### config.mk
export PLATFORM = sky130hd
export DESIGN_NAME = busInterconnect
export DESIGN_NICKNAME = d
export VERILOG_FILES = /design/src/busPkg.sv /design/src/busInterconnect.sv
export VERILOG_INCLUDE_DIRS = /design/src /design/src/src
export SDC_FILE = /design/constraint.sdc
export NUM_CORES = 1
export LEC_CHECK = 0
export BUFFER_PORTS_ARGS = -buffer_cell sky130_fd_sc_hd__buf_2
export CAP_MARGIN = 25
export CORE_AREA = 3 3 150 152
export CTS_CLUSTER_DIAMETER = 120
export DETAILED_ROUTE_END_ITERATION = 6
export DIE_AREA = 0 0 153 155
export GPL_TIMING_DRIVEN = 0
export PLACE_DENSITY = 0.46
export REMOVE_ABC_BUFFERS = 1
export SLEW_MARGIN = 25
export SYNTH_ARGS = -nofsm -noshare
export SYNTH_HDL_FRONTEND = slang
export SYNTH_SLANG_ARGS = --single-unit
export TNS_END_PERCENT = 10
### constraint.sdc
create_clock -name clk -period 2.65 [get_ports clk]
set_input_delay 0.6625 -clock clk [delete_from_list [all_inputs] [get_ports clk]]
set_output_delay 0.6625 -clock clk [all_outputs]
set_load 0.03 [all_outputs]
### src/soc_macros.svh
`ifndef SOC_MACROS_SVH
`define SOC_MACROS_SVH

// Bus widths
`define DATA_W 32
`define ADDR_W 32

// Address map
`define SRAM_BASE 32'h0000_0000
`define SRAM_WORDS 1024
`define DMA_BASE 32'h1000_0000
`define WDT_BASE 32'h2000_0000

// Register windows span 16 bytes
`define REG_OFF_W 4

// Watchdog count after reset
`define WDT_RELOAD_DEF 32'h0000_ffff

`endif

### src/busPkg.sv
package busPkg;

	// Same encoding as the AXI response field
	typedef enum logic [1:0] {
		respOkay   = 2'b00,
		respSlvErr = 2'b10,
		respDecErr = 2'b11
	} busResp_e;

	// Target picked by the address decoder
	typedef enum logic [1:0] {
		selSram = 2'd0,
		selDma  = 2'd1,
		selWdt  = 2'd2,
		selNone = 2'd3
	} slaveSel_e;

endpackage

### src/busInterconnect.sv
`include "soc_macros.svh"

module busInterconnect import busPkg::*; (
	input  logic clk,
	input  logic arstN,
	// Host master
	input  logic hostReqValid,
	output logic hostReqReady,
	input  logic hostReqWrite,
	input  logic [`ADDR_W-1:0] hostReqAddr,
	input  logic [`DATA_W-1:0] hostReqWdata,
	output logic hostRespValid,
	input  logic hostRespReady,
	output logic [`DATA_W-1:0] hostRespRdata,
	output busResp_e hostResp,
	// DMA master
	input  logic dmaReqValid,
	output logic dmaReqReady,
	input  logic dmaReqWrite,
	input  logic [`ADDR_W-1:0] dmaReqAddr,
	input  logic [`DATA_W-1:0] dmaReqWdata,
	output logic dmaRespValid,
	input  logic dmaRespReady,
	output logic [`DATA_W-1:0] dmaRespRdata,
	output busResp_e dmaResp,
	// Shared request payload
	output logic slvReqWrite,
	output logic [`ADDR_W-1:0] slvReqAddr,
	output logic [`DATA_W-1:0] slvReqWdata,
	// SRAM
	output logic sramReqValid,
	input  logic sramReqReady,
	input  logic sramRespValid,
	output logic sramRespReady,
	input  logic [`DATA_W-1:0] sramRespRdata,
	input  busResp_e sramResp,
	// DMA registers
	output logic dmaRegReqValid,
	input  logic dmaRegReqReady,
	input  logic dmaRegRespValid,
	output logic dmaRegRespReady,
	input  logic [`DATA_W-1:0] dmaRegRespRdata,
	input  busResp_e dmaRegResp,
	// Watchdog
	output logic wdtReqValid,
	input  logic wdtReqReady,
	input  logic wdtRespValid,
	output logic wdtRespReady,
	input  logic [`DATA_W-1:0] wdtRespRdata,
	input  busResp_e wdtResp
);

	logic busy;
	logic grantDma;
	logic reqDone;
	logic rrDma;
	logic decRespValid;
	slaveSel_e target;
	logic mReqValid;
	logic mRespReady;
	logic pickDma;
	logic reqPhase;
	logic reqFire;
	logic respFire;
	logic selReqReady;
	logic selRespValid;
	logic [`DATA_W-1:0] selRdata;
	busResp_e selResp;

	function automatic slaveSel_e decode(input logic [`ADDR_W-1:0] addr);
		slaveSel_e sel;
		sel = selNone;
		if ((addr - `SRAM_BASE) < `ADDR_W'(`SRAM_WORDS * 4))
			sel = selSram;
		else if ((addr - `DMA_BASE) < (`ADDR_W'(1) << `REG_OFF_W))
			sel = selDma;
		else if ((addr - `WDT_BASE) < (`ADDR_W'(1) << `REG_OFF_W))
			sel = selWdt;
		return sel;
	endfunction

	// Round robin pointer favours the master not served last
	assign pickDma = dmaReqValid && (rrDma || !hostReqValid);

	assign mReqValid = grantDma ? dmaReqValid : hostReqValid;
	assign mRespReady = grantDma ? dmaRespReady : hostRespReady;
	assign slvReqWrite = grantDma ? dmaReqWrite : hostReqWrite;
	assign slvReqAddr = grantDma ? dmaReqAddr : hostReqAddr;
	assign slvReqWdata = grantDma ? dmaReqWdata : hostReqWdata;

	always_comb begin
		case (target)
			selSram: begin
				selReqReady = sramReqReady;
				selRespValid = sramRespValid;
				selRdata = sramRespRdata;
				selResp = sramResp;
			end
			selDma: begin
				selReqReady = dmaRegReqReady;
				selRespValid = dmaRegRespValid;
				selRdata = dmaRegRespRdata;
				selResp = dmaRegResp;
			end
			selWdt: begin
				selReqReady = wdtReqReady;
				selRespValid = wdtRespValid;
				selRdata = wdtRespRdata;
				selResp = wdtResp;
			end
			default: begin
				// Unmapped address answered locally
				selReqReady = 1'b1;
				selRespValid = decRespValid;
				selRdata = '0;
				selResp = respDecErr;
			end
		endcase
	end

	assign reqPhase = busy && !reqDone && mReqValid;
	assign reqFire = reqPhase && selReqReady;
	assign respFire = busy && selRespValid && mRespReady;

	assign sramReqValid = reqPhase && (target == selSram);
	assign dmaRegReqValid = reqPhase && (target == selDma);
	assign wdtReqValid = reqPhase && (target == selWdt);
	assign sramRespReady = busy && (target == selSram) && mRespReady;
	assign dmaRegRespReady = busy && (target == selDma) && mRespReady;
	assign wdtRespReady = busy && (target == selWdt) && mRespReady;

	assign hostReqReady = busy && !grantDma && !reqDone && selReqReady;
	assign dmaReqReady = busy && grantDma && !reqDone && selReqReady;
	assign hostRespValid = busy && !grantDma && selRespValid;
	assign dmaRespValid = busy && grantDma && selRespValid;
	assign hostRespRdata = selRdata;
	assign dmaRespRdata = selRdata;
	assign hostResp = selResp;
	assign dmaResp = selResp;

	// Grant held from acceptance to response handshake
	always_ff @(posedge clk or negedge arstN) begin
		if (!arstN) begin
			busy <= 1'b0;
			grantDma <= 1'b0;
			reqDone <= 1'b0;
			rrDma <= 1'b0;
			decRespValid <= 1'b0;
			target <= selNone;
		end else if (!busy) begin
			if (hostReqValid || dmaReqValid) begin
				busy <= 1'b1;
				grantDma <= pickDma;
				target <= decode(pickDma ? dmaReqAddr : hostReqAddr);
			end
		end else begin
			if (reqFire) begin
				reqDone <= 1'b1;
				decRespValid <= (target == selNone);
			end
			if (respFire) begin
				busy <= 1'b0;
				reqDone <= 1'b0;
				decRespValid <= 1'b0;
				rrDma <= !grantDma;
			end
		end
	end

endmodule

* Word-level counts from Yosys, hierarchy flattened
Cells that the tools add are included.
Storage, ports and cells: bits of input ports 244, register bits 7, word-level logic and storage cells 68
Operators by class: eq/ne operators 3, bitwise gates (word level) 1, reductions and logical operators 33, add/sub/neg operators 2, $lt $le $gt $ge 3, mux-type cells 20
Operators by type and width (number):
- $mux 32 | 3
- $pmux 32 s3 | 1
- $lt 32x5->1 const B | 2
- $lt 32x13->1 const B | 1
- $sub 32x29->32 const B | 1
- $sub 32x30->32 const B | 1
- $logic_and 1x1->1 | 23
- $mux 1 | 11
- $pmux 1 s3 | 2
- $pmux 2 s3 | 1
- $reduce_and 2->1 | 3
- $eq 2x2->1 const B | 2
- $mux 2 | 2
- $logic_not 1->1 | 3
- $eq 2x1->1 const B | 1
- $logic_not 2->1 | 1
- $logic_or 1x1->1 | 2
- $reduce_bool 2->1 | 1
- $not 1->1 | 1

* Longest topological paths before layout
depth after elaboration 9, gate-level depth with buffers 10, depth with buffers taken out 9

* Least setup slack after synthesis
No wires, ideal clock.
path kind flip-flop to output port, start reg target[1], end out hostRespRdata[0], cell stages (with the launch flop) 7, data arrival time 2296 ps, buffers on the path 4, slack -309 ps, cell sequence dfstp_2 > buf_2 > buf_2 > buf_2 > mux2i_1 > o21ai_0 > buf_4
On the way: cells in the longest elaborated chain, start to end 2, elaborated cells on any way between the ends 4
RTL lines:
- start, declared | RTL line busInterconnect.sv:58 | slaveSel_e target;
- start signal, assigned | RTL line busInterconnect.sv:149 | target <= selNone;
- start signal, assigned | RTL line busInterconnect.sv:154 | target <= decode(pickDma ? dmaReqAddr : hostReqAddr);
- $eq 2x2->1 (tied with other cells) | RTL line busInterconnect.sv:92 | case (target)
- $pmux 32 s3 * | RTL line busInterconnect.sv:92
- end, declared | RTL line busInterconnect.sv:14 | output logic [`DATA_W-1:0] hostRespRdata,
Mark *: on every way between the ends. The rest lies on a longest branch, timed or not.

* Final worst setup path
start reg target[0], end out hostRespRdata[11]
Same word-level chain as after synthesis.

==> flow_summary.ini <==
[floorplan]
dieWidth_um = 153
ios = 387
die_h_um = 155
start_util_pct = 11.6
fp-row-count = 53
coreArea_sq_mm = 0.0212
dieArea_sq_mm = 0.0237

[sta]
hold_violations = 0
worst_pin_slew_ns = 0.503
fmax_ghz = 0.384
layout_min_cycle_time_ns = 2.60
rsz0062_at_grt = no
setup_viol = 0
relSlewSlack_pct = 66.3
fin_crit_sh_pct = 98.3
drv_slew = 0
setup_ws_ns = 0.0451
skew_ns = 0.00119

[setup_path]
rrSetupSlack_ns = 0.47
crit_type = flop to output port
arrival_ns = 1.94
slowest_delay_ns = 0.77
worstSetupEndpoint = hostRespRdata[11]
startpoint = target[0]
rr_startpoint = rrDma
start_kind = flop
cp.required_ns = 1.99
crit_chain = nor2b_4 > buf_12 > nand2_1 > o21ai_0 > buf_2
crit_slowest_cell = dfstp_4
reg2regPathDepth = 9
cp-end-kind = output port
reg2reg_to = target[0]
path_max_fanout = 15

[clock_network]
clock-sinks = 7
cts_buffers = 3
path_clk_slew_ns = 0.04
cts.path.max_buffers = 2
clk_latency_ns = 0.23
cts_tree = done
cts_htree_levels = 1
clockRootBuffer = clkbuf_16
hold_buffers = 0

[route]
wl_met1_um = 5850
wl_met2_um = 8960
wl_met3_um = 1100
drt_wl_total_um = 16300
via_per_inst = 3.93
num_vias = 3671
drt_iter0_drc = 75
avgRoutedWirePerCell_um = 17.4
routed.top_layer = met4
drtAntennaViolNets = 0
drc = 0
firstDrtPassIters = 4

[logic_synthesis]
syn_inst = 311
synth_top_flop_cell = dfrtp_1
ys_seq_elements = 7
synth_most_common_cell = mux2_2
yosys-top-cells-count = 69 x mux2_2, 38 x nand2_1, 34 x buf_4, 34 x mux2i_1, 29 x o21ai_0
synthArstFlopShare_pct = 100
ys.warnings.count = 0
syn_avg_cell_area_sq_um = 7.91
seq_area_frac_synth_pct = 7.23
synthTopCellsByArea = mux2_2 32%, mux2i_1 14%, buf_4 10%
synth.distinct_cells = 38
synth_edf_count = 0
yosysTopAreaCell = mux2_2
synth_top_area_share_pct = 31.6
syn_area_sq_mm = 0.00246

[place]
pre_cts_slack_ns = -0.456
dpl.hpwl_um = 13600
gp_congestion = 0.785
io_buffers = 386

[cells_and_area]
drive_gt1_share_pct = 74.0
syn_to_final_growth_pct = 91.3
final_nets = 903
finish.utilization_pct = 22.2

[min_path]
hold_path_class = input port to asynchronous set/reset pin

[grt]
antenna_found_initial = 3
grt_pass1_vias = 3905
grt_max_degree = 57
gr-usage-all-layers_pct = 12.4
globalRouteOverflowTotal = 0
grt_pass1_wl_um = 22600

[pwr]
power_density_mw_per_mm2 = 520
leakage_nw = 2.69
ir_drop_mv = 0.354

[job]
drv_cap = 0

[status]
status = finished clean
[report_power, final]
| part | internal, mW | switching, mW |
|---|---|---|
| clock network | 0.201 | 0.0620 |
| logic | 0.786 | 1.17 |
| registers | 0.148 | 0.0802 |
[metrics by stage]
stage,TNS (ns),cells,area [sq um],hold slack [ns],power [mW]
finish,0,933,4700,0.265,2.45
global route,0,933,4700,0.274,2.60
CTS,-0.176,926,4620,0.270,2.50
detailed placement,-20.61,916,4430,0.488,2.21
global placement,-174.05,915,4380,0.485,2.22
floorplan,-65.30,254,2110,0.367,1.52
[how the worst min path moves through the flow]
stage	endpoint	slack [ns]	depth (start not counted)
3_5_place_dp	reqDone	0.49	1
5_1_grt	rrDma	0.27	1
3_3_place_gp	reqDone	0.49	1
2_1_floorplan	busy	0.37	0
4_1_cts	rrDma	0.27	1
6_report	grantDma	0.27	1
[registers in the layout, indices dropped and copies added, names as in the netlist]
name / flops
reqDone: 1
rrDma: 1
target: 2
grantDma: 1
busy: 1
decRespValid: 1
[per-layer routing]
metal	up-vias	global-route usage, %
met4	0	3.69
met1	1611	13.2
met3	20	1.45
met5	-	0
met2	250	25.2
li1	1790	-
[cell usage in the layout (no fill, tap or decap), types with 2 or more instances in the layout]
cell / count
buf_2: 385
mux2_2: 69
nand2_1: 36
mux2i_1: 33
o21ai_0: 29
nor2_1: 13
nor4_1: 7
buf_4: 6
nor2b_1: 5
nand2b_1: 4
o21ai_1: 4
nor3_1: 4
nand3_1: 4
dfrtp_1: 4
clkbuf_16: 4
o22a_1: 3
mux2_1: 3
buf_12: 3
nor2b_4: 2
nand2_2: 2
inv_1: 2
nand4_1: 2
nor4_2: 2
or4_1: 2
a31oi_1: 2
a21oi_1: 2
o22ai_1: 2
nand4b_1: 2
buf_16: 2
dfstp_4: 2
[cell type report]
type / count / area (sq um)
Antenna cell: 1 / 2.50
Clock buffer: 4 / 78.8
Fill cell: 2393 / 16500
Inverter: 3 / 11.3
Multi-Input combinational cell: 245 / 1950
Sequential cell: 7 / 189
Tap cell: 275 / 344
Timing Repair Buffer: 398 / 2130
[critical path, delay by kind of cell, from the launching register on]
family          cells  cell delay, ns
flops               1            0.77
simple gates        2            0.29
compound gates      1            0.19
buf+inv             2            0.44
[cells by family (layout without fill, tap and decap cells)]
logic type	after synthesis	count (layout)	share of synthesized area, %
multiplexers	107	107	47.7
AND/OR/NAND/NOR	87	88	18.1
buffers and inverters	60	405	14.7
AO/OA/AOI/OAI	49	49	11.8
flip-flops	7	7	7.23
adder cells (fa/ha/maj)	1	1	0.509
other	0	1	0
[timing repair]
action | in CTS | in global routing
endpoints found under the setup margin | 72 | 46
cloned | 1 | 0
setup buffers | 5 | 6
gates resized for setup | 4 | 3
Power figures use the tool's default switching activity.
