--- config.mk ---
export PLATFORM = sky130hd
export DESIGN_NAME = dmaEngine
export DESIGN_NICKNAME = d
export VERILOG_FILES = /design/src/busPkg.sv /design/src/periphPkg.sv /design/src/dmaEngine.sv
export VERILOG_INCLUDE_DIRS = /design/src /design/src/src
export SDC_FILE = /design/constraint.sdc
export NUM_CORES = 1
export LEC_CHECK = 0
export BUFFER_PORTS_ARGS = -buffer_cell sky130_fd_sc_hd__buf_2
export CAP_MARGIN = 10
export CORE_UTILIZATION = 48
export DETAILED_ROUTE_END_ITERATION = 10
export GPL_ROUTABILITY_DRIVEN = 0
export PLACE_DENSITY = 0.75
export SLEW_MARGIN = 5
export SYNTH_ARGS = -nofsm -noshare
export SYNTH_HDL_FRONTEND = slang
export SYNTH_SLANG_ARGS = --single-unit
--- constraint.sdc ---
create_clock -name clk -period 3.25 [get_ports clk]
set_input_delay 0.65 -clock clk [delete_from_list [all_inputs] [get_ports clk]]
set_output_delay 0.65 -clock clk [all_outputs]
set_load 0.05 [all_outputs]
--- src/soc_macros.svh ---
`ifndef SOC_MACROS_SVH
`define SOC_MACROS_SVH

// Bus widths
`define DATA_W 32
`define ADDR_W 32

// Address map
`define SRAM_BASE 32'h0000_0000
`define SRAM_WORDS 1024
`define DMA_BASE 32'h1000_0000
`define WDT_BASE 32'h2000_0000

// Register windows span 16 bytes
`define REG_OFF_W 4

// Watchdog count after reset
`define WDT_RELOAD_DEF 32'h0000_ffff

`endif

--- src/busPkg.sv ---
package busPkg;

	// Same encoding as the AXI response field
	typedef enum logic [1:0] {
		respOkay   = 2'b00,
		respSlvErr = 2'b10,
		respDecErr = 2'b11
	} busResp_e;

	// Target picked by the address decoder
	typedef enum logic [1:0] {
		selSram = 2'd0,
		selDma  = 2'd1,
		selWdt  = 2'd2,
		selNone = 2'd3
	} slaveSel_e;

endpackage

--- src/periphPkg.sv ---
package periphPkg;

	// Copy engine states
	typedef enum logic [2:0] {
		dmaIdle      = 3'd0,
		dmaReadReq   = 3'd1,
		dmaReadResp  = 3'd2,
		dmaWriteReq  = 3'd3,
		dmaWriteResp = 3'd4,
		dmaDone      = 3'd5
	} dmaState_e;

	// DMA register offsets
	typedef enum logic [3:0] {
		regSrc  = 4'h0,
		regDst  = 4'h4,
		regLen  = 4'h8,
		regCtrl = 4'hc
	} dmaReg_e;

	// Watchdog register offsets
	typedef enum logic [3:0] {
		regEnable = 4'h0,
		regReload = 4'h4,
		regCount  = 4'h8
	} wdtReg_e;

endpackage

--- src/dmaEngine.sv ---
`include "soc_macros.svh"

module dmaEngine import busPkg::*, periphPkg::*; (
	input  logic clk,
	input  logic arstN,
	// Register slave
	input  logic reqValid,
	output logic reqReady,
	input  logic reqWrite,
	input  logic [`ADDR_W-1:0] reqAddr,
	input  logic [`DATA_W-1:0] reqWdata,
	output logic respValid,
	input  logic respReady,
	output logic [`DATA_W-1:0] respRdata,
	output busResp_e resp,
	// Copy master
	output logic mReqValid,
	input  logic mReqReady,
	output logic mReqWrite,
	output logic [`ADDR_W-1:0] mReqAddr,
	output logic [`DATA_W-1:0] mReqWdata,
	input  logic mRespValid,
	output logic mRespReady,
	input  logic [`DATA_W-1:0] mRespRdata,
	input  busResp_e mResp,
	output logic irq
);

	dmaState_e state;
	dmaReg_e regOff;
	logic [`ADDR_W-1:0] srcReg;
	logic [`ADDR_W-1:0] dstReg;
	logic [`DATA_W-1:0] lenReg;
	logic [`DATA_W-1:0] dataBuf;
	logic [`DATA_W-1:0] rdData;
	logic regErr;
	logic reqFire;
	logic busy;
	logic ctrlWrite;
	logic start;
	logic clearIrq;

	assign regOff = dmaReg_e'(reqAddr[`REG_OFF_W-1:0]);
	assign reqReady = !respValid;
	assign reqFire = reqValid && reqReady;
	assign busy = (state != dmaIdle);
	assign ctrlWrite = reqFire && reqWrite && (regOff == regCtrl);
	assign start = ctrlWrite && reqWdata[0];
	assign clearIrq = ctrlWrite && reqWdata[1];

	always_comb begin
		rdData = '0;
		regErr = 1'b0;
		case (regOff)
			regSrc: rdData = srcReg;
			regDst: rdData = dstReg;
			regLen: rdData = lenReg;
			regCtrl: rdData = {{(`DATA_W-2){1'b0}}, irq, busy};
			default: regErr = 1'b1;
		endcase
		// Setup registers locked while copying
		if (reqWrite && busy && regOff != regCtrl)
			regErr = 1'b1;
	end

	always_ff @(posedge clk or negedge arstN) begin
		if (!arstN) begin
			respValid <= 1'b0;
			state <= dmaIdle;
			irq <= 1'b0;
			srcReg <= '0;
			dstReg <= '0;
			lenReg <= '0;
		end else begin
			if (respValid && respReady)
				respValid <= 1'b0;
			if (reqFire)
				respValid <= 1'b1;
			if (reqFire && reqWrite && !regErr) begin
				case (regOff)
					regSrc: srcReg <= reqWdata;
					regDst: dstReg <= reqWdata;
					regLen: lenReg <= reqWdata;
					default: ;
				endcase
			end
			if (clearIrq)
				irq <= 1'b0;
			case (state)
				dmaIdle:
					if (start)
						state <= (lenReg == '0) ? dmaDone : dmaReadReq;
				dmaReadReq:
					if (mReqReady)
						state <= dmaReadResp;
				dmaReadResp:
					if (mRespValid)
						state <= (mResp == respOkay) ? dmaWriteReq : dmaDone;
				dmaWriteReq:
					if (mReqReady)
						state <= dmaWriteResp;
				dmaWriteResp:
					if (mRespValid) begin
						// Step both pointers one word
						srcReg <= srcReg + `ADDR_W'(4);
						dstReg <= dstReg + `ADDR_W'(4);
						lenReg <= lenReg - `DATA_W'(1);
						if (mResp != respOkay || lenReg == `DATA_W'(1))
							state <= dmaDone;
						else
							state <= dmaReadReq;
					end
				dmaDone: begin
					state <= dmaIdle;
					irq <= 1'b1;
				end
				default: state <= dmaIdle;
			endcase
		end
	end

	always_ff @(posedge clk) begin
		if (reqFire) begin
			respRdata <= reqWrite ? '0 : rdData;
			resp <= regErr ? respSlvErr : respOkay;
		end
		if (state == dmaReadResp && mRespValid)
			dataBuf <= mRespRdata;
	end

	assign mReqValid = (state == dmaReadReq) || (state == dmaWriteReq);
	assign mReqWrite = (state == dmaWriteReq);
	assign mReqAddr = mReqWrite ? dstReg : srcReg;
	assign mReqWdata = dataBuf;
	assign mRespReady = (state == dmaReadResp) || (state == dmaWriteResp);

endmodule

=== Word-level counts from Yosys, hierarchy flattened ===
Cells that the tools add are included.

* Register bits: 167
* Bits of input ports: 105

* Add/sub/neg operators: 3
* Equality and inequality tests: 15
* Mux-type cells: 30
* Reduce and logical (&&, ||, !) cells: 25

{| class="wikitable"
|+ Operators by type and width
! operator !! count
|-
| $mux W32 || 13
|-
| $pmux W32 S4 || 1
|-
| $add A32 B3 Y32 const B || 2
|-
| $eq A32 B1 Y1 const B || 1
|-
| $logic_not A32 Y1 || 1
|-
| $sub A32 B1 Y32 const B || 1
|-
| $mux W3 || 8
|-
| $pmux W3 S5 || 1
|-
| $logic_and A1 B1 Y1 || 10
|-
| $ne A2 B2 Y1 const B || 5
|-
| $eq A4 B4 Y1 const B || 2
|-
| $eq A3 B2 Y1 const B || 2
|-
| $eq A3 B3 Y1 const B || 2
|-
| $mux W1 || 6
|-
| $reduce_bool A2 Y1 || 3
|-
| $reduce_and A5 Y1 || 1
|-
| $eq A4 B3 Y1 const B || 1
|-
| $logic_not A4 Y1 || 1
|-
| $ne A4 B4 Y1 const B || 1
|-
| $reduce_or A4 Y1 || 1
|-
| $eq A3 B1 Y1 const B || 1
|-
| $logic_not A3 Y1 || 1
|-
| $logic_or A1 B1 Y1 || 3
|-
| $reduce_bool A3 Y1 || 1
|-
| other kinds (3) || 4
|}

=== Depth between registers and ports, before layout ===
* Depth after elaboration: 9
* Gate-level depth with buffers: 7

=== Least setup slack after synthesis ===
OpenSTA, ideal clock, no wires.

* Path kind: flip-flop to output port
* Start: reg state[0]
* End: out mReqAddr[24]
* Arrival time: 3.227 ns
* Path slack: -0.627 ns
* Cell stages (with the launch flop): 6
* Path buffers: 2
* Cells stage by stage: dfrtp_1 > clkbuf_1 > nor2b_1 > nand2_1 > clkbuf_1 > o21ai_0

* Word-level cells in the longest chain between the ends: 2

{| class="wikitable"
|+ Ends and longest elaborated chain
! element !! RTL line !! source
|-
| start: declaration || dmaEngine.sv:29 || <nowiki>dmaState_e state;</nowiki>
|-
| start signal: assignment || dmaEngine.sv:69 || <nowiki>state <= dmaIdle;</nowiki>
|-
| start signal: assignment || dmaEngine.sv:92 || <nowiki>state <= (lenReg == '0) ? dmaDone : dmaReadReq;</nowiki>
|-
| start signal: assignment || dmaEngine.sv:95 || <nowiki>state <= dmaReadResp;</nowiki>
|-
| $eq A3 B2 Y1 || dmaEngine.sv:132 || <nowiki>assign mReqWrite = (state == dmaWriteReq);</nowiki>
|-
| $mux W32 || dmaEngine.sv:133 || <nowiki>assign mReqAddr = mReqWrite ? dstReg : srcReg;</nowiki>
|-
| end: declaration || dmaEngine.sv:20 || <nowiki>output logic [`ADDR_W-1:0] mReqAddr,</nowiki>
|}

Every way passes these cells.

=== Final worst setup path ===
* Start: reg state[2]
* End: out mReqAddr[31]

Same word-level chain as after synthesis.

==> impl_metrics.tcl <==
set metrics [dict create \
    status "finished, final reports clean" \
    leakage_nw 4.55 \
    regToRegStartpoint "state[2]" \
    cts_setup_buffers 0 \
    regArea_um2 4480 \
    max_slew_margin 0.370 \
    final_nets 1253 \
    maxCapViolCount 0 \
    syn_area_um2 9350 \
    finalClockSkew_ps 11.1 \
    fin_crit_ps 2930 \
    synth_cells 988 \
    cts.path.max_buffers 2 \
    num_io_pins 209 \
    io_buffers 179 \
    finalCoreUtilization 0.587 \
    cp_cell_sequence "nor2b_2 -> nand2_1 -> buf_12 -> mux2_2 -> buf_2" \
    multiInputGateArea_um2 4520 \
    setup_slack_ps 324 \
    async_flop_share 0.608 \
    syn_nets 1097 \
    cts_made_buffers 17 \
    synthDistinctLibCells 67 \
    synth_edf_count 65 \
    remaining_drc_errors 0 \
    cts_tree "built" \
    chipWidth_um 142 \
    rsz0062_at_grt "false" \
    cpMaxStageDelayCell "dfrtp_1" \
    insertedDiodeCount 0 \
    dpl_worst_slack_ps 684 \
    total_power_w 0.00909 \
    synth_ff_type "dfrtp_1" \
    clk_pin_slew_ps 70 \
    grt_max_degree 44 \
    drt-total-wl_mm 29.2 \
    dieArea_um2 20000 \
    powerDensity_nw_per_um2 820 \
    arrival_ps 2280 \
    ys_warn_count 0 \
    rr_endpoint "srcReg[21]" \
    grt_pass1_wl_mm 45.2 \
    grt_usage 0.294 \
    start_kind "flip-flop" \
    slew_violations 0 \
    hold_path_class "in2async" \
    tns_ps 0 \
    syn_avg_cell_area_um2 9.46 \
    vias_per_cell 6.16 \
    rr_worst_depth 4 \
    coreArea_um2 18900 \
    cts_root_buffer "clkbuf_16" \
    drive_above_1_share 0.264 \
    cpPeakStageDelay_ps 700 \
    ff2ff_setup_slack_ps 750 \
    fmax_mhz 342 \
    antenna_found_initial 0 \
    yosysSeqAreaShare 0.479 \
    path_delay_family "flip-flops" \
    grt_pass1_vias 8315 \
    cts_hold_buf 0 \
    synth-seq-cells 166 \
    initial_core_util 0.495 \
    antenna_left 0 \
    gr-total-overflow 0 \
    fill_cells 1685 \
    vias 8732 \
    drt-pass1-iter-count 5 \
    critPathKind "reg2out" \
    crit_buf_inv 2 \
    rows 50 \
    die_h_um 142 \
    area_growth_pct 18.7 \
    ir_drop_uv 490 \
    crit_fanout 36 \
    clkLatencyLatePin_ps 440 \
    postCtsResizedCells 0 \
    htreeDepth 4 \
    dp_hpwl_mm 20.2 \
    endpoint_kind "output pin" \
    cp.required_ps 2600 \
    tightest_slew_ps 945 \
    finalSetupViolations 0 \
    clock_sinks 166 \
    timing_hold_violations_final 0 \
    wl_per_cell_um 20.6 \
    post-route-period-util 0.900 \
    drtIter0Drc 1275 \
]
==> metrics by stage <==
stage                     cells  hold slack [ps]  instance area [um^2]
after floorplan             988              354                  9350
after global placement     1385              472                 10500
after detailed placement   1385              467                 10500
after CTS                  1417              239                 11100
after global routing       1417              264                 11100
final                      1417              225                 11100
==> logic make-up (layout without fill, tap and decap cells) <==
kind of cell | after synthesis | count (layout) | synth area share
AO/OA/AOI/OAI | 242 | 242 | 0.167
XOR/XNOR | 4 | 4 | 0.00375
adder cells (fa/ha/maj) | 4 | 4 | 0.00536
buffers and inverters | 90 | 259 | 0.0404
flip-flops | 166 | 166 | 0.479
multiplexers | 66 | 66 | 0.0762
other | 1 | 1 | 0.000401
AND/OR/NAND/NOR | 415 | 415 | 0.227
==> report_power, final <==
| group | switching (W) | internal (W) | total [W] |
|---|---|---|---|
| Clock | 0.000877 | 0.00106 | 0.00193 |
| Combinational | 0.00231 | 0.00114 | 0.00346 |
| Sequential | 0.000916 | 0.00279 | 0.00370 |
==> cell usage after synthesis (11+ instances only) <==
cell type  count  area, um^2
inv_1         20        75.1
clkbuf_1      44         165
mux2_2        31         349
a21oi_1       79         395
buf_2         11        55.1
mux2i_1       34         340
o22ai_1       23         144
a311oi_1      22         193
edfxtp_1      65        1950
nand4_1       14        87.6
nor3_1        32         160
and3_1        24         150
nand3_1       28         140
dfrtp_1      101        2530
nand2_1       77         289
a211oi_1      37         278
nor4_1        14        87.6
nor2_1       156         586
o21ai_0       35         175
==> worst max-delay path by stage <==
stage | from | end | cells past startpoint
after floorplan | state[0] | mReqAddr[24] | 5
after global placement | reqAddr[2] | srcReg[27] | 5
after detailed placement | reqAddr[1] | srcReg[30] | 5
after CTS | state[2] | mReqAddr[31] | 5
after global routing | state[2] | mReqAddr[31] | 5
final | state[2] | mReqAddr[31] | 5
==> cell usage in the layout, fill, tap and decap left out, types with 10 or more instances in the layout <==
cell       netlist  layout
buf_4            3      27
and4_1          10      10
nand2_1         77      77
nor3_1          32      31
mux2_2          31      31
nand3_1         28      28
and3_1          24      24
a21oi_1         79      79
a211oi_1        37      37
buf_2           11     178
nor2_1         156     156
mux2i_1         34      34
dfrtp_1        101     101
clkbuf_16        0      17
edfxtp_1        65      65
o22ai_1         23      23
inv_1           20      20
nor4_1          14      14
a311oi_1        22      22
o21ai_0         35      33
nand4_1         14      14
==> per-layer routing <==
| layer | vias to the layer above | wire length, um | share of wire | global-route usage |
|---|---|---|---|---|
| li1 | 4000 | - | - | - |
| met1 | 4189 | 11900 | 0.41 | 0.383 |
| met2 | 474 | 13900 | 0.48 | 0.472 |
| met3 | 69 | 2530 | 0.087 | 0.0618 |
| met4 | 0 | 882 | 0.030 | 0.136 |
| met5 | - | 0 | 0 | 0 |
==> layout make-up <==
type / instances / area share
clock inverters: 15 / 0.0116
flip-flops and latches: 166 / 0.404
repair buffers: 207 / 0.102
clock buffers: 17 / 0.0384
well taps: 260 / 0.0293
inverters: 20 / 0.00677
multi-input cells: 732 / 0.408
==> registers in the layout (all words and copies together) (netlist names) <==
name,flops
dstReg,32
lenReg,32
mReqWdata,32
respRdata,32
srcReg,32
state,3
irq,1
respValid,1
resp,1
Power figures use the tool's default switching activity.
