`src/soc_macros.svh`:
```
`ifndef SOC_MACROS_SVH
`define SOC_MACROS_SVH

// Bus widths
`define DATA_W 32
`define ADDR_W 32

// Address map
`define SRAM_BASE 32'h0000_0000
`define SRAM_WORDS 1024
`define DMA_BASE 32'h1000_0000
`define WDT_BASE 32'h2000_0000

// Register windows span 16 bytes
`define REG_OFF_W 4

// Watchdog count after reset
`define WDT_RELOAD_DEF 32'h0000_ffff

`endif

```
`src/busPkg.sv`:
```
package busPkg;

	// Same encoding as the AXI response field
	typedef enum logic [1:0] {
		respOkay   = 2'b00,
		respSlvErr = 2'b10,
		respDecErr = 2'b11
	} busResp_e;

	// Target picked by the address decoder
	typedef enum logic [1:0] {
		selSram = 2'd0,
		selDma  = 2'd1,
		selWdt  = 2'd2,
		selNone = 2'd3
	} slaveSel_e;

endpackage

```
`src/periphPkg.sv`:
```
package periphPkg;

	// Copy engine states
	typedef enum logic [2:0] {
		dmaIdle      = 3'd0,
		dmaReadReq   = 3'd1,
		dmaReadResp  = 3'd2,
		dmaWriteReq  = 3'd3,
		dmaWriteResp = 3'd4,
		dmaDone      = 3'd5
	} dmaState_e;

	// DMA register offsets
	typedef enum logic [3:0] {
		regSrc  = 4'h0,
		regDst  = 4'h4,
		regLen  = 4'h8,
		regCtrl = 4'hc
	} dmaReg_e;

	// Watchdog register offsets
	typedef enum logic [3:0] {
		regEnable = 4'h0,
		regReload = 4'h4,
		regCount  = 4'h8
	} wdtReg_e;

endpackage

```
`src/watchdogSlave.sv`:
```
`include "soc_macros.svh"

module watchdogSlave import busPkg::*, periphPkg::*; (
	input  logic clk,
	input  logic arstN,
	input  logic reqValid,
	output logic reqReady,
	input  logic reqWrite,
	input  logic [`ADDR_W-1:0] reqAddr,
	input  logic [`DATA_W-1:0] reqWdata,
	output logic respValid,
	input  logic respReady,
	output logic [`DATA_W-1:0] respRdata,
	output busResp_e resp,
	output logic timeout
);

	wdtReg_e regOff;
	logic enable;
	logic [`DATA_W-1:0] count;
	logic [`DATA_W-1:0] rdData;
	logic regErr;
	logic reqFire;
	logic wrEnable;
	logic wrReload;

	assign regOff = wdtReg_e'(reqAddr[`REG_OFF_W-1:0]);
	assign reqReady = !respValid;
	assign reqFire = reqValid && reqReady;
	assign wrEnable = reqFire && reqWrite && (regOff == regEnable);
	assign wrReload = reqFire && reqWrite && (regOff == regReload);

	always_comb begin
		rdData = '0;
		regErr = 1'b0;
		case (regOff)
			regEnable: rdData = {{(`DATA_W-1){1'b0}}, enable};
			regReload: rdData = '0;
			// Counter is read only
			regCount: begin
				rdData = count;
				regErr = reqWrite;
			end
			default: regErr = 1'b1;
		endcase
	end

	always_ff @(posedge clk or negedge arstN) begin
		if (!arstN) begin
			respValid <= 1'b0;
			enable <= 1'b0;
			count <= `WDT_RELOAD_DEF;
			timeout <= 1'b0;
		end else begin
			if (respValid && respReady)
				respValid <= 1'b0;
			if (reqFire)
				respValid <= 1'b1;
			if (enable) begin
				if (count != '0)
					count <= count - `DATA_W'(1);
				else
					timeout <= 1'b1;
			end
			// Bus writes override the countdown
			if (wrEnable) begin
				enable <= reqWdata[0];
				if (!reqWdata[0])
					timeout <= 1'b0;
			end
			if (wrReload) begin
				count <= reqWdata;
				timeout <= 1'b0;
			end
		end
	end

	always_ff @(posedge clk) begin
		if (reqFire) begin
			respRdata <= reqWrite ? '0 : rdData;
			resp <= regErr ? respSlvErr : respOkay;
		end
	end

endmodule

```
`config.mk`:
```
export PLATFORM = sky130hd
export DESIGN_NAME = watchdogSlave
export DESIGN_NICKNAME = d
export VERILOG_FILES = /design/src/busPkg.sv /design/src/periphPkg.sv /design/src/watchdogSlave.sv
export VERILOG_INCLUDE_DIRS = /design/src /design/src/src
export SDC_FILE = /design/constraint.sdc
export NUM_CORES = 1
export LEC_CHECK = 0
export BUFFER_PORTS_ARGS = -buffer_cell sky130_fd_sc_hd__buf_2
export CAP_MARGIN = 10
export CORE_MARGIN = 10
export CORE_UTILIZATION = 35
export CTS_BUF_LIST = sky130_fd_sc_hd__clkbuf_8
export CTS_CLUSTER_DIAMETER = 50
export CTS_CLUSTER_SIZE = 30
export DETAILED_ROUTE_END_ITERATION = 12
export HOLD_SLACK_MARGIN = 0.05
export PLACE_DENSITY_LB_ADDON = 0.15
export SKIP_LAST_GASP = 1
export SLEW_MARGIN = 10
export SYNTH_ARGS = -nofsm -noshare
export SYNTH_HDL_FRONTEND = slang
export SYNTH_SLANG_ARGS = --single-unit
```
`constraint.sdc`:
```
create_clock -name clk -period 3.3 [get_ports clk]
set_input_delay 0.165 -clock clk [delete_from_list [all_inputs] [get_ports clk]]
set_output_delay 0.165 -clock clk [all_outputs]
set_load 0.02 [all_outputs]
```
After elaboration in Yosys (flattened, before gate mapping)
Cells that the tools add are included.
{ "word_totals": {"register_bits": 69} }
{ "classes": {"addsub": 1, "eq_ne": 2, "mux": 13, "reduce_logical": 13} }
{ "op_table": {"columns": ["operator", "n"], "rows": [
  ["$mux 32", 3],
  ["$pmux 32 s2", 1],
  ["$reduce_bool 32->1", 1],
  ["$sub 32x1->32 const B", 1],
  ["$mux 1", 7],
  ["$reduce_bool 2->1", 3],
  ["$logic_and 1x1->1", 5],
  ["$eq 4x3->1 const B", 1],
  ["$eq 4x4->1 const B", 1],
  ["$logic_not 4->1", 1],
  ["$mux 2", 1],
  ["$pmux 1 s2", 1],
  ["$reduce_and 2->1", 1],
  ["$reduce_or 2->1", 1],
  ["$logic_not 1->1", 1]
]} }

Depth between registers and ports, before layout
Gate-level depths: netlist of run 1.
{ "depth": {"ltp_word": 6, "ltp_mapped": 9} }

Worst setup path after synthesis of run 1
No wires, ideal clock.
{ "synth_timing": {"path_kind": "register -> register", "startpoint": "register respValid", "endpoint": "register count[12]", "path_slack_ns": 0.003, "stages_incl_launch_ff": 8, "setup_time_ns": 0.079, "arrival_time_ns": 3.218, "path_cell_list": "dfrtp_1 -> nor2b_1 -> and3_1 -> and2_1 -> clkbuf_1 -> clkbuf_1 -> nand2_1 -> o21ai_0"} }
{ "synth_via": {"elab_chain_cells": 6, "elab_cells_between_ends": 8, "cone_classes": "mux: 1; reduce/logical: 7"} }
{ "synth_lines": {"columns": ["item", "line_no", "text"], "rows": [
  ["start: declaration", "watchdogSlave.sv:11", "output logic respValid,"],
  ["start signal: assignment", "watchdogSlave.sv:50", "respValid <= 1'b0;"],
  ["start signal: assignment", "watchdogSlave.sv:56", "respValid <= 1'b0;"],
  ["start signal: assignment", "watchdogSlave.sv:58", "respValid <= 1'b1;"],
  ["$logic_not 1->1 (*)", "watchdogSlave.sv:28", "assign reqReady = !respValid;"],
  ["$logic_and 1x1->1 (*)", "watchdogSlave.sv:29", "assign reqFire = reqValid && reqReady;"],
  ["net reqFire", "watchdogSlave.sv:23", "logic reqFire;"],
  ["$logic_and 1x1->1 (*) (2 in series)", "watchdogSlave.sv:31", "assign wrReload = reqFire && reqWrite && (regOff == regReload);"],
  ["$reduce_bool 2->1 (no source line)", null, null],
  ["$reduce_and 2->1 (no source line)", null, null],
  ["end signal: assignment", "watchdogSlave.sv:52", "count <= `WDT_RELOAD_DEF;"],
  ["end signal: assignment", "watchdogSlave.sv:61", "count <= count - `DATA_W'(1);"],
  ["end signal: assignment", "watchdogSlave.sv:72", "count <= reqWdata;"],
  ["end: declaration", "watchdogSlave.sv:20", "logic [`DATA_W-1:0] count;"]
]} }
Mark *: on every way through the listed nets, which the timed path passes. The rest lies on a longest branch.
A chain may end at the register's enable or synchronous reset.

Worst setup path in the final report of run 1
{ "layout_timing": {"startpoint": "register count[0]", "endpoint": "register count[6]"} }
{ "layout_via": {"elab_chain_cells": 4, "elab_cells_between_ends": 7, "cone_classes": "add/sub: 1; mux: 3; reduce/logical: 3"} }
{ "layout_lines": {"columns": ["item", "line_no", "text"], "rows": [
  ["$sub 32x1->32", "watchdogSlave.sv:61", null],
  ["$mux 32", "watchdogSlave.sv:60", "if (count != '0)"],
  ["$mux 32", "watchdogSlave.sv:59", "if (enable) begin"],
  ["$mux 32", "watchdogSlave.sv:71", "if (wrReload) begin"]
]} }
Parallel ways exist; a longest one is shown, timed or not. The select of a mux whose other input is x is not followed.

==> results of run 1 <==
synth_stat cells, drive strengths merged:
cell type,number,share of area [%]
xnor2,15,3.9
or4,4,1.0
mux2,1,0.34
o31ai,1,0.23
o41ai,1,0.26
o311a,1,0.30
buf,2,0.45
o21ai,18,2.7
o21bai,1,0.23
a31oi,3,0.56
and2,3,0.56
o21a,1,0.23
nand2,28,3.2
and4b,1,0.30
mux2i,1,0.30
nand4,2,0.38
and3b,1,0.26
nor3,10,1.7
inv,5,0.56
conb,1,0.11
nor4,12,3.2
ha,1,0.38
edfxtp,33,30
a21oi,15,2.4
a41o,1,0.30
nand3,8,1.6
or4b,1,0.30
nand2b,4,0.75
and3,32,6.0
clkbuf,14,1.6
nand4b,5,1.3
xor2,10,2.6
or3,8,1.5
dfrtp,19,14
dfstp,16,13
o311ai,1,0.26
or2,4,0.75
nor2b,2,0.38
nor2,24,2.7
placed cells by master, fill, tap and decap left out, drive strengths merged, types with 2 or more instances in the layout:
cell type	netlist	final
nor2	24	24
buf	2	79
nand4	2	2
nand2b	4	4
clkbuf	14	11
o21ai	18	18
or3	8	8
xnor2	15	15
nand4b	5	5
nor3	10	10
or4	4	4
dfrtp	19	19
and3	32	32
dfstp	16	16
nand2	28	28
xor2	10	10
or2	4	4
and2	3	3
edfxtp	33	33
a31oi	3	3
nor2b	2	2
nand3	8	8
dlygate4sd3	0	25
nor4	12	12
a21oi	15	15
inv	5	8
logic make-up after synthesis:
family	after synthesis	synth area share, %
multiplexers	2	0.638
adder cells (fa/ha/maj)	1	0.375
other	1	0.112
AO/OA/AOI/OAI	43	7.43
buffers and inverters	21	2.59
flip-flops	68	56.6
XOR/XNOR	25	6.56
AND/OR/NAND/NOR	149	25.7
flip-flops by register name, summed over array words and instances (netlist names):
name	cells
timeout	1
enable	1
respValid	1
respRdata	32
resp	1
count	32
stage by stage:
stage | setup WS (ns) | total power, uW
CTS | 0.490 | 2350
detailed placement | 0.511 | 1640
floorplan | 0.00309 | 1470
global placement | 0.564 | 1620
global route | 0.298 | 2460
finish | 0.550 | 2330
per-layer routing:
| layer | vias up | track usage [%] |
|---|---|---|
| li1 | 1317 | - |
| met1 | 1214 | 16.1 |
| met2 | 66 | 19.5 |
| met3 | 13 | 3.41 |
| met4 | 0 | 5.41 |
| met5 | - | 0 |
worst max-delay path by stage:
stage                            to  slack [ns]  depth (start not counted)
after floorplan           count[12]       0.003                          7
after global placement     count[6]        0.56                          8
after detailed placement   count[6]        0.51                          8
after CTS                  count[6]        0.49                          8
after global routing      count[11]        0.30                          8
final                      count[6]        0.55                          8
worst max-delay path, delay by kind of cell, from the launching register on:
kind	cells	cell delay (ns)
and+or+nand+nor	3	1.09
AOI/OAI and AO/OA	2	0.74
DFF	1	0.38
adders and majority gates	1	0.22
xor gates and xnor gates	1	0.15
buffers and inverters	1	0.08
power by group through the flow:
stage                     logic, uW  clock network, uW  registers, uW
after floorplan                 230                  0           1240
after global placement          387                  0           1240
after detailed placement        393                  0           1240
after CTS                       419                703           1230
after global routing            463                747           1250
final                           411                689           1230
area by class of cell:
| type | count | area, um2 |
|---|---|---|
| flip-flops and latches | 68 | 1890 |
| repair buffers | 104 | 653 |
| well taps | 129 | 161 |
| multi-input cells | 221 | 1380 |
| clock inverters | 5 | 46.3 |
| inverters | 5 | 18.8 |
| fillers | 908 | 4950 |
| clock buffers | 11 | 151 |
==> metrics.txt, run 1 <==
status finished, final reports clean; Fin. Hold Viols 0; reg2reg start count[0]; Worst Max-Slew Pin Slew 0.867 ns; count of hold buffers inserted by post-cts repair 25; area after detailed placement 0.00385 mm2; post-CTS setup repair buffer count 0; CTS Buffer Depth 2; post-CTS sizing 0; required time reported for the critical path endpoint 3.56 ns; Routed wire per std cell 15.6 um; Setup-failing EPs final 0; number of levels the H-tree was split into 3; number of nets in the layout 479; clock tree from TritonCTS done; boundary pin count 106; clk_lat worst skew about 0.34 ns; Die Outline Area 0.0138 mm2; post-synthesis to final-layout area growth 28.7%; chain of cells forming the critical path inv_1 -> ha_1 -> or4b_1 -> nor4_4 -> a41o_1 -> nor3_1 -> xnor2_1 -> a21oi_1; total global routing track utilization 12.6%; GRT overflow 0; count of distinct cell types in the synthesized netlist 46; Top Metal Used met4; first drt pass iteration count 4; Placed Instances 502; Max transition margin 42.1%; wire length of the first global-routing pass 14.3 mm; vias in the first global route 2761; Worst Reg2Reg Path Length in Cells 8; Routed met3 length 406 um; initial antenna violation count 0; r2r setup slk ~0.55 ns; via count normalized by instance count about 4.8; First DRT Iteration DRCs 99; worst supply voltage drop on vdd 209 uV; maximum fanout count along the critical path 13; Min Hold Slack approximately 0.06 ns; flop and latch count out of synthesis 68; Worst Path Arrival approximately 3 ns; part of the total power dissipated in sequential elements ~53%; synthesized area per cell 10.8 um2; number of buffers added by the clock tree synthesis step 9; Layout Skew between 0.008 and 0.009 ns; Detail Route Antenna Nets 0; Setup TNS 0 ns; final design utilization between 40 and 50%; cell with the biggest individual delay on the critical path sky130_fd_sc_hd__a41o_1; core area 0.00924 mm2; worst r2r dst count[6]; Worst path max stage delay 0.58 ns; cells after synthesis 310; Cell Rows 35; final RePlAce weighted congestion 0.820; period utilization 83.3%; Pins Over Slew Limit 0; number of max-cap violations 0; number of non-filler instances in the completed layout approximately 540; number of warnings issued by yosys 0; Antenna Cells 0; post-route DRC violation count 0; sequential fraction of the synthesis area 56.6%; Peak Freq 364 MHz; post-synth design cell area 0.00334 mm2; launching instance or port of the critical path count[0]; fraction of final layout cells sized beyond drive strength 1 between 20 and 30%; internal power 1650 uW; Routed met2 length 3.85 mm; overall die height between 100 and 150 um; final instance area 0.00429 mm2; hold-critical path endpoint count[8]; CP Launch Type flip-flop; TritonCTS Sinks just under 70; fraction of power consumed by the clock network 29.6%; met1 routed wirelength after detailed routing around 4 mm; endpoint type of the worst setup path flip-flop; worst min path class primary input to flip-flop; power per cell area 542 mW/mm2; Post-Synthesis Net Count 380; leakage power 0.00174 uW; fraction of power spent switching nets 29.1%; Comb pwr share 17.7%; Port Buf Inserts 76; time the final worst path needs with I/O delays and setup 2.75 ns; CP Class flip-flop to flip-flop; Worst Min Path Start reqWdata[8]; horizontal extent of the die 118 um; vias after detailed routing ~2.6k; clock-pin slew on the worst setup and hold paths 0.07 ns; library cell used as clock root buffer sky130_fd_sc_hd__clkbuf_8; Initial Util ~36%; maximum number of pins on one net before global-route repair 36; power spent charging and discharging nets 676 uW; RSZ-0062 raised after global routing false; overall routed net length 8.46 mm; cell depth of the worst hold path 3; HPWL after detailed placement 6.01 mm
(Power assumes the default switching activity.)
==> run 2: changes to the inputs <==
==> constraint.sdc (replaced) <==
create_clock -name clk -period 2.32 [get_ports clk]
set_input_delay 0.116 -clock clk [delete_from_list [all_inputs] [get_ports clk]]
set_output_delay 0.116 -clock clk [all_outputs]
set_load 0.02 [all_outputs]
==> run 2 against run 1 <==
Net effect:
- register-to-register slack got worse by 0.53 ns
- hold slack improved by 0.00072 ns
- non-clock buffer count rose by 42
- setup slack got worse by 0.53 ns
- via count rose by 7.0%
- first-iteration DRC count fell by 29%
- utilization rose by 4.3 points
- routed wire length rose by 4.6%
- total power rose by 49%
- critical path depth rose by 1
- critical endpoint is now count[12]
==> metrics.txt, run 2 (synthesis results as in run 1) <==
status finished, final reports clean (unchanged); total global routing track utilization 13.1% (was 12.6%); launching instance or port of the critical path count[3] (was count[0]); required time reported for the critical path endpoint 2.58 ns (was 3.56 ns); initial antenna violation count 0 (unchanged); endpoint type of the worst setup path flip-flop (unchanged); final design utilization 50.8% (was 46.5%); clk_lat worst skew 0.34 ns (about the same); period utilization 99.3% (was 83.3%); first drt pass iteration count 6 (was 4); number of levels the H-tree was split into 3 (unchanged); overall die height 118 um (unchanged); Die Outline Area 0.0138 mm2 (unchanged); number of buffers added by the clock tree synthesis step 9 (unchanged); fraction of final layout cells sized beyond drive strength 1 36.4% (was 29.0%); CTS Buffer Depth 2 (unchanged); worst supply voltage drop on vdd 410 uV (was 209 uV); leakage power 0.00195 uW (was 0.00174 uW); Peak Freq 434 MHz (was 364 MHz); Fin. Hold Viols 0 (unchanged); commonest cells after routing, fill and taps aside 76 x sky130_fd_sc_hd__buf_2, 35 x sky130_fd_sc_hd__buf_4, 33 x sky130_fd_sc_hd__edfxtp_1, 32 x sky130_fd_sc_hd__and3_1, 31 x sky130_fd_sc_hd__dlygate4sd3_1 (was 76 x sky130_fd_sc_hd__buf_2, 33 x sky130_fd_sc_hd__edfxtp_1, 32 x sky130_fd_sc_hd__and3_1, 28 x sky130_fd_sc_hd__nand2_1, 25 x sky130_fd_sc_hd__dlygate4sd3_1); reg2reg start count[3] (was count[0]); clock-pin slew on the worst setup and hold paths 0.07 ns (about the same); CP Launch Type flip-flop (unchanged); commonest non-fill, non-tap cell in the layout sky130_fd_sc_hd__buf_2 (unchanged); Port Buf Inserts 76 (unchanged); Worst Path Arrival 2.56 ns (was 3.01 ns); post-synthesis to final-layout area growth 40.7% (was 28.7%); worst min path class primary input to flip-flop (unchanged); number of max-cap violations 0 (unchanged); crit path capture count[12] (was count[6]); clock tree from TritonCTS done (unchanged); r2r setup slk 0.02 ns (was 0.55 ns); post-route DRC violation count 0 (unchanged); worst-case setup margin in the final layout 0.0172 ns (was 0.550 ns); final instance area 0.00469 mm2 (was 0.00429 mm2); maximum number of pins on one net before global-route repair 36 (unchanged); vias after detailed routing 2792 (was 2610); Min Hold Slack 0.0607 ns (was 0.0599 ns); Setup Slack @ Placement -0.0680 ns (was 0.511 ns); worst r2r dst count[12] (was count[6]); Setup-failing EPs final 0 (unchanged); Initial Util 36.1% (unchanged); Worst Reg2Reg Path Length in Cells 9 (was 8); HPWL after detailed placement 6.32 mm (was 6.01 mm); horizontal extent of the die 118 um (unchanged); maximum fanout count along the critical path 5 (was 13); Antenna Cells 0 (unchanged); via count normalized by instance count 4.77 (was 4.81); library cell used as clock root buffer sky130_fd_sc_hd__clkbuf_8 (unchanged); RSZ-0062 raised after global routing true (was false); Pins Over Slew Limit 0 (unchanged); wire length of the first global-routing pass 14.9 mm (was 14.3 mm); vias in the first global route 2951 (was 2761); total power 3460 uW (was 2330 uW); area after detailed placement 0.00408 mm2 (was 0.00385 mm2); Worst Min Path Start reqWdata[23] (was reqWdata[8]); First DRT Iteration DRCs 70 (was 99); boundary pin count 106 (unchanged); Routed wire per std cell 15.1 um (was 15.6 um); Detail Route Antenna Nets 0 (unchanged); final RePlAce weighted congestion 0.817 (was 0.820); TritonCTS Sinks 68 (unchanged); core area 0.00924 mm2 (unchanged); Cell Rows 35 (unchanged); overall routed net length 8.85 mm (was 8.46 mm); largest registers count x32, respRdata x32 (unchanged); time the final worst path needs with I/O delays and setup 2.30 ns (was 2.75 ns); number of nets in the layout 521 (was 479); GRT overflow 0 (unchanged); CP Class flip-flop to flip-flop (unchanged); Layout Skew 0.0121 ns (was 0.00876 ns); Max transition margin 43.9% (was 42.1%); Worst Max-Slew Pin Slew 0.842 ns (was 0.867 ns); power per cell area 736 mW/mm2 (was 542 mW/mm2)
run 2: cell types whose count changed in the layout (fill, tap and decap cells not counted), moves of 2 or more:
cell,before,now
sky130_fd_sc_hd__buf_4,3,35
sky130_fd_sc_hd__buf_6,0,3
sky130_fd_sc_hd__dlygate4sd3_1,25,31
sky130_fd_sc_hd__inv_1,8,6
sky130_fd_sc_hd__inv_2,0,2
sky130_fd_sc_hd__nand2_1,28,26
sky130_fd_sc_hd__nand2_2,0,2
sky130_fd_sc_hd__nor3_1,9,7
sky130_fd_sc_hd__o21ai_0,16,7
sky130_fd_sc_hd__o21ai_1,2,11
run 2: metrics by stage:
step / instances / setup TNS, ns
after detailed placement: 531 / -0.131
after global placement: 531 / 0
after floorplan: 310 / 0
final: 585 / 0
after CTS: 583 / -0.104
after global routing: 585 / -0.983
run 2: what timing repair did:
action                     in CTS  in global routing
hold endpoints to repair       51                  0
hold buffers                   31                  0
buffers inserted                5                  3
pin swaps                       6                 12
gates resized for setup         5                 21
setup endpoints to repair       3                 28
run 2: worst min path at each step:
stage | endpoint | slack, ns | depth (start not counted)
detailed placement | count[25] | 0.28 | 1
global route | count[23] | 0.08 | 3
global placement | timeout | 0.27 | 1
CTS | count[23] | 0.05 | 3
finish | count[23] | 0.06 | 3
floorplan | count[16] | -0.18 | 0
run 2: final cells by class:
type,instances,area (um2)
tap,129,161
clock inverter,6,50.0
timing repair buffer,146,1010
multi-input combinational,221,1430
sequential,68,1890
clock buffer,10,138
fill,879,4550
inverter,5,18.8
run 2: report_power, final:
part           leakage [uW]  switching, uW  internal, uW  total (uW)
clock              0.000107            424           509         933
sequential         0.000691            176          1540        1710
combinational       0.00115            396           416         812
run 2: per-layer routing:
layer	part of all wire (%)	up-vias	track usage, %
li1	-	1406	-
met1	49	1315	16.9
met2	46	60	20.5
met3	3.4	11	2.83
met4	1.7	0	5.64
met5	0	-	0
run 2: critical path, cell delays in order, from the launching register on:
cell                      delay [ns]
sky130_fd_sc_hd__dfstp_2        0.37
sky130_fd_sc_hd__or4_4          0.58
sky130_fd_sc_hd__nor4_4         0.32
sky130_fd_sc_hd__buf_4          0.19
sky130_fd_sc_hd__buf_6          0.09
sky130_fd_sc_hd__nand4_1        0.10
sky130_fd_sc_hd__buf_6          0.15
sky130_fd_sc_hd__and3b_1        0.16
sky130_fd_sc_hd__xnor2_1        0.12
sky130_fd_sc_hd__o21ai_1        0.14
==> run 3: changes to the inputs <==
--- a/config.mk
+++ b/config.mk
@@ -9,7 +9,7 @@
 export BUFFER_PORTS_ARGS = -buffer_cell sky130_fd_sc_hd__buf_2
 export CAP_MARGIN = 10
 export CORE_MARGIN = 10
-export CORE_UTILIZATION = 35
+export CORE_UTILIZATION = 48
 export CTS_BUF_LIST = sky130_fd_sc_hd__clkbuf_8
 export CTS_CLUSTER_DIAMETER = 50
 export CTS_CLUSTER_SIZE = 30
==> run 3 against run 2 <==
Net effect:
- hold slack improved by 0.0093 ns
- count of clock-buffer cells in the layout fell by 1
- sequential cell count did not move
- critical endpoint is now count[25]
==> metrics.txt, run 3 (synthesis results as in run 1) <==
chain of cells forming the critical path or4_4 -> or2_1 -> nor4_4 -> buf_4 -> nand4b_1 -> xor2_1 -> a21oi_1 (was or4_4 -> nor4_4 -> buf_4 -> buf_6 -> nand4_1 -> buf_6 -> and3b_1 -> xnor2_1 -> o21ai_1); boundary pin count 106 (unchanged); core area 0.00676 mm2 (was 0.00924 mm2); Pins Over Slew Limit 0 (unchanged); Comb pwr share 22.2% (was 23.5%); register cell area after layout 0.00189 mm2 (unchanged); fraction of final layout cells sized beyond drive strength 1 35.6% (was 36.4%); cell depth of the worst hold path 3 (unchanged); Detail Route Antenna Nets 0 (unchanged); total power 3700 uW (was 3460 uW); worst r2r dst count[25] (was count[12]); required time reported for the critical path endpoint 2.58 ns (about the same); overall routed net length 8.60 mm (was 8.85 mm); status finished, final reports clean (unchanged); Layout Skew 0.00627 ns (was 0.0121 ns); HPWL after detailed placement 5.92 mm (was 6.32 mm); commonest cells after routing, fill and taps aside 76 x sky130_fd_sc_hd__buf_2, 33 x sky130_fd_sc_hd__edfxtp_1, 32 x sky130_fd_sc_hd__and3_1, 32 x sky130_fd_sc_hd__dlygate4sd3_1, 30 x sky130_fd_sc_hd__buf_4 (was 76 x sky130_fd_sc_hd__buf_2, 35 x sky130_fd_sc_hd__buf_4, 33 x sky130_fd_sc_hd__edfxtp_1, 32 x sky130_fd_sc_hd__and3_1, 31 x sky130_fd_sc_hd__dlygate4sd3_1); Min Hold Slack 0.0700 ns (was 0.0607 ns); reg2reg start count[4] (was count[3]); Fin. Hold Viols 0 (unchanged); endpoint type of the worst setup path flip-flop (unchanged); stages on the worst setup path 7 (was 9); family with the most delay on the worst path simple AND/OR/NAND/NOR gates (unchanged); internal power 2660 uW (was 2460 uW); Setup TNS 0 ns (unchanged); total buffers and inverters traversed by the critical path 1 (was 3); CP Launch Type flip-flop (unchanged); Placed Instances 478 (was 531); worst min path class primary input to flip-flop (unchanged); Worst path max stage delay 0.58 ns (about the same); wire length of the first global-routing pass 13.9 mm (was 14.9 mm); worst-case setup margin in the final layout 0.0613 ns (was 0.0172 ns); Routed wire per std cell 16.2 um (was 15.1 um); Worst Min Path Start reqWdata[23] (unchanged); First DRT Iteration DRCs 95 (was 70); Worst Path Arrival 2.52 ns (was 2.56 ns); final RePlAce weighted congestion 0.900 (was 0.817); total area of multi-input combinational cells 0.00141 mm2 (was 0.00143 mm2); number of max-cap violations 0 (unchanged); leakage power 0.00194 uW (was 0.00195 uW); Worst Reg2Reg Path Length in Cells 7 (was 9); initial antenna violation count 0 (unchanged); period utilization 97.4% (was 99.3%); hold-critical path endpoint count[23] (unchanged); overall die height 103 um (was 118 um); cell with the biggest individual delay on the critical path sky130_fd_sc_hd__or4_4 (unchanged); r2r setup slk 0.06 ns (was 0.02 ns); TritonCTS Sinks 68 (unchanged); post-synthesis to final-layout area growth 39.6% (was 40.7%); vias in the first global route 2865 (was 2951); CP Class flip-flop to flip-flop (unchanged); first drt pass iteration count 4 (was 6); via count normalized by instance count 5.28 (was 4.77); time the final worst path needs with I/O delays and setup 2.26 ns (was 2.30 ns); Max transition margin 47.2% (was 43.9%); RSZ-0062 raised after global routing true (unchanged); part of the total power dissipated in sequential elements 46.3% (was 49.5%); maximum number of pins on one net before global-route repair 36 (unchanged); Filler cells 522 (was 879); maximum fanout count along the critical path 8 (was 5); fraction of power consumed by the clock network 31.4% (was 27.0%); Worst Max-Slew Pin Slew 0.791 ns (was 0.842 ns); CTS Buffer Depth 2 (unchanged); Port Buf Inserts 76 (unchanged); clk_lat worst skew 0.34 ns (about the same); number of non-filler instances in the completed layout 532 (was 585); Cell Rows 30 (was 35); total global routing track utilization 16.5% (was 13.1%); number of nets in the layout 517 (was 521); library cell used as clock root buffer sky130_fd_sc_hd__clkbuf_8 (unchanged); post-route DRC violation count 0 (unchanged); worst supply voltage drop on vdd 489 uV (was 410 uV); Die Outline Area 0.0107 mm2 (was 0.0138 mm2); horizontal extent of the die 103 um (was 118 um); Setup-failing EPs final 0 (unchanged); number of buffers added by the clock tree synthesis step 9 (unchanged); Initial Util 49.4% (was 36.1%); power per cell area 795 mW/mm2 (was 736 mW/mm2); GRT overflow 0 (unchanged); number of levels the H-tree was split into 3 (unchanged); Peak Freq 443 MHz (was 434 MHz); power spent charging and discharging nets 1040 uW (was 995 uW); largest registers count x32, respRdata x32 (unchanged); clock tree from TritonCTS done (unchanged); vias after detailed routing 2808 (was 2792); Antenna Cells 0 (unchanged); commonest non-fill, non-tap cell in the layout sky130_fd_sc_hd__buf_2 (unchanged); fraction of power spent switching nets 28.0% (was 28.8%); Setup Slack @ Placement -0.0582 ns (was -0.0680 ns); clock-pin slew on the worst setup and hold paths 0.08 ns (was 0.07 ns)
run 3: changes by cell type in the layout (fill, tap and decap cells not counted), sizes merged:
cell,change
clkinv,-1
clkinvlp,+1
buf,-6
dlygate4sd3,+1
inv,-1
bufinv,+2
run 3: per-stage QoR:
stage               instance area, um2  util (%)
floorplan                         3340         -
global placement                  4000      59.2
detailed placement                4000      59.2
CTS                               4590      67.9
global route                      4660      68.9
finish                            4660      68.9
run 3: area by class of cell:
class | instances | area share, %
clock inverters | 7 | 2.47
flip-flops and latches | 68 | 40.5
well taps | 80 | 2.15
multi-input cells | 221 | 30.3
inverters | 5 | 0.403
repair buffers | 142 | 21.5
clock buffers | 9 | 2.66
run 3: repair_timing:
item	CTS	global route
resized for setup	6	7
setup endpoints to repair	11	27
gates cloned	0	1
setup buffers	3	2
pin swaps	5	6
hold endpoints to repair	52	0
hold buffers	32	0
run 3: per-layer routing:
metal  vias up  routed length [um]  part of all wire, %  track usage [%]
li1       1399                   -                    -                -
met1      1315                3770                   44             20.9
met5         -                   0                    0                0
met3        11                 503                  5.8             3.52
met4         0                 120                  1.4             6.74
met2        83                4210                   49             26.9
run 3: power groups by stage:
stage,registers (uW),logic [uW],clock network (uW)
floorplan,1770,329,0
global placement,1720,707,0
detailed placement,1730,725,0
CTS,1710,779,1180
global route,1750,903,1230
finish,1720,822,1160
run 3: worst max path at each step:
| stage | startpoint | end | slack, ns |
|---|---|---|---|
| 2_1_floorplan | count[0] | count[28] | 0.04 |
| 3_3_place_gp | count[0] | count[26] | 0.02 |
| 3_5_place_dp | count[0] | count[26] | -0.06 |
| 4_1_cts | count[0] | count[26] | 0.003 |
| 5_1_grt | count[4] | count[27] | -0.06 |
| 6_report | count[4] | count[25] | 0.06 |
run 3: worst register-to-register path, stage by stage (launching register included):
cell,delay (ns)
sky130_fd_sc_hd__dfstp_2,0.37
sky130_fd_sc_hd__or4_4,0.58
sky130_fd_sc_hd__or2_1,0.31
sky130_fd_sc_hd__nor4_4,0.28
sky130_fd_sc_hd__buf_4,0.19
sky130_fd_sc_hd__nand4b_1,0.15
sky130_fd_sc_hd__xor2_1,0.17
sky130_fd_sc_hd__a21oi_1,0.15
